==> config.mk <==
export PLATFORM = sky130hd
export DESIGN_NAME = instr_decoder
export DESIGN_NICKNAME = d
export VERILOG_FILES = /design/src/hw/mips_exec_pkg.sv /design/src/hw/instr_decoder.sv
export SDC_FILE = /design/constraint.sdc
export NUM_CORES = 1
export LEC_CHECK = 0
export BUFFER_PORTS_ARGS = -buffer_cell sky130_fd_sc_hd__buf_4
export CAP_MARGIN = 20
export CORE_MARGIN = 2
export CORE_UTILIZATION = 27
export DETAILED_ROUTE_END_ITERATION = 12
export PLACE_DENSITY = 0.83
export SYNTH_ARGS = -nofsm -noshare
export SYNTH_HDL_FRONTEND = slang
export SYNTH_SLANG_ARGS = --single-unit
==> constraint.sdc <==
create_clock -name vclk -period 1.69
set_input_delay 0.169 -clock vclk [all_inputs]
set_output_delay 0.169 -clock vclk [all_outputs]
set_load 0.03 [all_outputs]
==> src/hw/mips_exec_pkg.sv <==
`default_nettype none

package mips_exec_pkg;

    typedef logic [31:0] word_t;
    typedef logic [63:0] dword_t;
    typedef logic [5:0]  opcode_t;
    typedef logic [5:0]  funct_t;
    typedef logic [4:0]  reg_addr_t;
    typedef logic [4:0]  shamt_t;
    typedef logic [15:0] imm_t;

    localparam opcode_t OP_RTYPE  = 6'h00;
    localparam opcode_t OP_REGIMM = 6'h01;
    localparam opcode_t OP_BEQ    = 6'h04;
    localparam opcode_t OP_BNE    = 6'h05;
    localparam opcode_t OP_BLEZ   = 6'h06;
    localparam opcode_t OP_BGTZ   = 6'h07;
    localparam opcode_t OP_ADDI   = 6'h08;
    localparam opcode_t OP_ADDIU  = 6'h09;
    localparam opcode_t OP_SLTI   = 6'h0a;
    localparam opcode_t OP_SLTIU  = 6'h0b;
    localparam opcode_t OP_ANDI   = 6'h0c;
    localparam opcode_t OP_ORI    = 6'h0d;
    localparam opcode_t OP_XORI   = 6'h0e;
    localparam opcode_t OP_LUI    = 6'h0f;
    localparam opcode_t OP_LB     = 6'h20;
    localparam opcode_t OP_LH     = 6'h21;
    localparam opcode_t OP_LW     = 6'h23;
    localparam opcode_t OP_LBU    = 6'h24;
    localparam opcode_t OP_LHU    = 6'h25;
    localparam opcode_t OP_SB     = 6'h28;
    localparam opcode_t OP_SH     = 6'h29;
    localparam opcode_t OP_SW     = 6'h2b;

    localparam funct_t FN_SLL   = 6'd0;
    localparam funct_t FN_SRL   = 6'd2;
    localparam funct_t FN_SRA   = 6'd3;
    localparam funct_t FN_SLLV  = 6'd4;
    localparam funct_t FN_SRLV  = 6'd6;
    localparam funct_t FN_SRAV  = 6'd7;
    localparam funct_t FN_MFHI  = 6'd16;
    localparam funct_t FN_MTHI  = 6'd17;
    localparam funct_t FN_MFLO  = 6'd18;
    localparam funct_t FN_MTLO  = 6'd19;
    localparam funct_t FN_MULT  = 6'd24;
    localparam funct_t FN_MULTU = 6'd25;
    localparam funct_t FN_DIV   = 6'd26;
    localparam funct_t FN_DIVU  = 6'd27;
    localparam funct_t FN_ADD   = 6'd32;
    localparam funct_t FN_ADDU  = 6'd33;
    localparam funct_t FN_SUB   = 6'd34;
    localparam funct_t FN_SUBU  = 6'd35;
    localparam funct_t FN_AND   = 6'd36;
    localparam funct_t FN_OR    = 6'd37;
    localparam funct_t FN_XOR   = 6'd38;
    localparam funct_t FN_NOR   = 6'd39;
    localparam funct_t FN_SLT   = 6'd42;
    localparam funct_t FN_SLTU  = 6'd43;

    // regimm branch selectors in the rt field
    localparam reg_addr_t RT_BLTZ   = 5'd0;
    localparam reg_addr_t RT_BGEZ   = 5'd1;
    localparam reg_addr_t RT_BLTZAL = 5'd16;
    localparam reg_addr_t RT_BGEZAL = 5'd17;

    localparam int DIV_STEPS = 32;
    localparam int DIV_CNT_W = $clog2(DIV_STEPS);

    typedef enum logic [1:0] {
        DIV_IDLE,
        DIV_RUN,
        DIV_FIX
    } div_state_t;

endpackage

`default_nettype wire

==> src/hw/instr_decoder.sv <==
`timescale 1ns/1ps
`default_nettype none

module instr_decoder import mips_exec_pkg::*; (
    input  word_t     instr,
    output opcode_t   opcode,
    output funct_t    funct,
    output reg_addr_t rt,
    output shamt_t    shamt,
    output word_t     imm_ext,
    output logic      is_muldiv,
    output logic      is_mem
);
    imm_t imm;

    assign opcode = instr[31:26];
    assign rt     = instr[20:16];
    assign shamt  = instr[10:6];
    assign funct  = instr[5:0];
    assign imm    = instr[15:0];

    // logical immediates are zero extended, everything else sign extended
    always_comb begin
        case (opcode)
            OP_ANDI, OP_ORI, OP_XORI: begin
                imm_ext = {16'h0000, imm};
            end
            default: begin
                imm_ext = {{16{imm[15]}}, imm};
            end
        endcase
    end

    // functions handled by the hi/lo unit
    always_comb begin
        is_muldiv = 1'b0;
        if (opcode == OP_RTYPE) begin
            case (funct)
                FN_MULT, FN_MULTU,
                FN_DIV, FN_DIVU,
                FN_MTHI, FN_MTLO: is_muldiv = 1'b1;
                default:          is_muldiv = 1'b0;
            endcase
        end
    end

    always_comb begin
        case (opcode)
            OP_LB, OP_LH, OP_LW,
            OP_LBU, OP_LHU: begin
                is_mem = 1'b1; // loads
            end
            OP_SB, OP_SH, OP_SW: begin
                is_mem = 1'b1; // stores
            end
            default: begin
                is_mem = 1'b0;
            end
        endcase
    end

endmodule

`default_nettype wire

==> run summary <==
Outcome -> completed
Count of port buffers added during placement -> 47
Pin count of the biggest net entering global routing -> 17
Filler cell count -> 176
Number of antenna violations at the first check in global routing -> 0
Final worst-path setup slack -> 0.5707 ns
Antenna fix cells -> 0
Synthesized netlist net count -> 96
Sequential cell area -> 0 um2
CTS Hold Buffers Added -> 0
Number of failing hold endpoints at the final stage -> 0
Vias in the first global route -> 224
Count of nets left with antenna violations after detail routing -> 0
Setup repair bufs after CTS -> 0
Die H -> 45.91 um
Detailed-route wire length -> 852 um
Yosys synthesis warning count -> 0
Max-slew violation count -> 0
Worst rel slew slack -> 87.54%
Portion of the post-synthesis area used by sequential elements -> 0%
Starting density of the core -> 28.07%
Crit path max-delay cell type -> sky130_fd_sc_hd__buf_4
Largest voltage drop on the vdd net -> 0.00009824 V
Post-route insts no fill -> 76
Number of violations reported at the end of detailed-routing iteration 0 -> 5
Setup violations, final -> 0
Crit-path max FO -> 16
RSZ-0062 raised after global routing -> no
Cell Chain, Critical Path -> buf_4 -> nor2_1 -> a41oi_2 -> buf_4 -> buf_4
Post-layout minimum cycle time -> 1.119 ns
CP Class -> input pin to output port
CLK BUF -> 0
Weighted congestion reported at the end of routability-driven placement -> 0.5664
DRC viols -> 0
Critical path endpoint category -> output port
Die X-Extent -> 45.91 um
Peak Freq -> 0.8934 GHz
Net count of the finished layout -> 93
Global-route total usage across every layer -> 5.911%
Post-synthesis area per instance -> 7.409 um2
Area inside the core boundary -> 1689 um2
Final sequential cell count -> 0
Commonest non-fill, non-tap cell in the layout -> sky130_fd_sc_hd__buf_4
Count of cell types in the netlist -> 11
Count of placed standard cells including taps -> 76
Vias -> 309
Average wire per cell in the routed design -> 11.21 um
Total area of multi-input combinational cells -> 76.32 um2
Crit path buffers/inverters -> 3
Leftover overflow at the end of global routing -> 0
Grt met1 use -> 6.744%
Met2 Use GR -> 10.83%
Kind of cell adding the most delay to the critical path -> buffers and inverters
Slew at the pin closest to its max-slew limit -> 0.1864 ns
Total chip power -> 0.2129 mW
Final standard cell utilization of the core -> 27.56%
Total negative slack -> 0 ns
Leakage -> 0.2726 nW
Highest-count cells in the layout ignoring fill and taps -> 48 x sky130_fd_sc_hd__buf_4, 2 x sky130_fd_sc_hd__inv_1
Startpoint kind of the worst setup timing path -> input pin
Share of the clock period used by the worst path after layout -> 66.23%
Class of the tightest hold or removal check -> input pin to output port
I/O pin cnt -> 88
Post-synthesis instance area -> 474.2 um2
Layout area overhead -> -1.847%
Std cell rows -> 15
Total Die Area -> 2108 um2
Max-capacitance violation count -> 0
Critical path required time -> 1.52 ns
Layout cell share with drive strength beyond 1 -> 84.75%
Via/cell ratio -> 4.066
Power density relative to cell area -> 457.5 nW/um2
Delay of the slowest cell on the worst path -> 0.19 ns
Synthesized netlist cell count -> 64
Global routing's busiest layer -> met2
Post-CTS sizing -> 0
Signal arrival time at the worst endpoint -> 0.95 ns
Cell seen most often among critical-path stages -> sky130_fd_sc_hd__buf_4
GRT met3 Usage -> 1.984%
Post-placement worst setup slack -> 0.5664 ns
Global-route wire length before repair -> 993 um
Number of detailed-route iterations in the first pass -> 2
report_power, final:
group / switching [mW] / internal, mW
Sequential: 0 / 0
Combinational: 0.132 / 0.0806
Clock: 0 / 0
final cells by class:
cell class / count / share of cell area [%]
inverter: 2 / 1.613
multi-input combinational: 9 / 16.40
tap: 17 / 4.570
timing repair buffer: 48 / 77.42
through the flow:
stage          hold WS, ns  cell area (um2)
4_1_cts             0.3382            465.4
6_report            0.3380            465.4
2_1_floorplan       0.4697            481.7
3_5_place_dp        0.3382            465.4
3_3_place_gp        0.3382            465.4
5_1_grt             0.3381            465.4
path summary, 6_finish.rpt:
| check | cells past startpoint | start | to | slack, ns |
|---|---|---|---|---|
| worst min-delay path | 0 | instr[16] | rt[0] | 0.34 |
| worst max-delay path | 5 | instr[31] | imm_ext[30] | 0.57 |
synth_stat cells:
master / number / area, um2
sky130_fd_sc_hd__nor2b_1: 1 / 6.260
sky130_fd_sc_hd__nor3_1: 1 / 5.000
sky130_fd_sc_hd__nand2_1: 1 / 3.750
sky130_fd_sc_hd__o2111a_1: 1 / 11.26
sky130_fd_sc_hd__nor2_1: 1 / 3.750
sky130_fd_sc_hd__inv_1: 2 / 7.510
sky130_fd_sc_hd__nor4b_2: 1 / 15.01
sky130_fd_sc_hd__o211a_1: 1 / 10.01
sky130_fd_sc_hd__buf_4: 53 / 397.9
sky130_fd_sc_hd__a21oi_1: 1 / 5.000
sky130_fd_sc_hd__a41oi_1: 1 / 8.760
kinds of logic after synthesis:
logic type      Yosys count  synth area share (%)
simple gates              5                 7.121
buf+inv                  55                 85.49
compound gates            4                 7.387
per-layer routing:
metal	vias to the layer above	wire length, um
li1	141	-
met1	138	274
met2	27	444
met3	3	124
met4	0	9
met5	-	0
(Power assumes the default switching activity.)
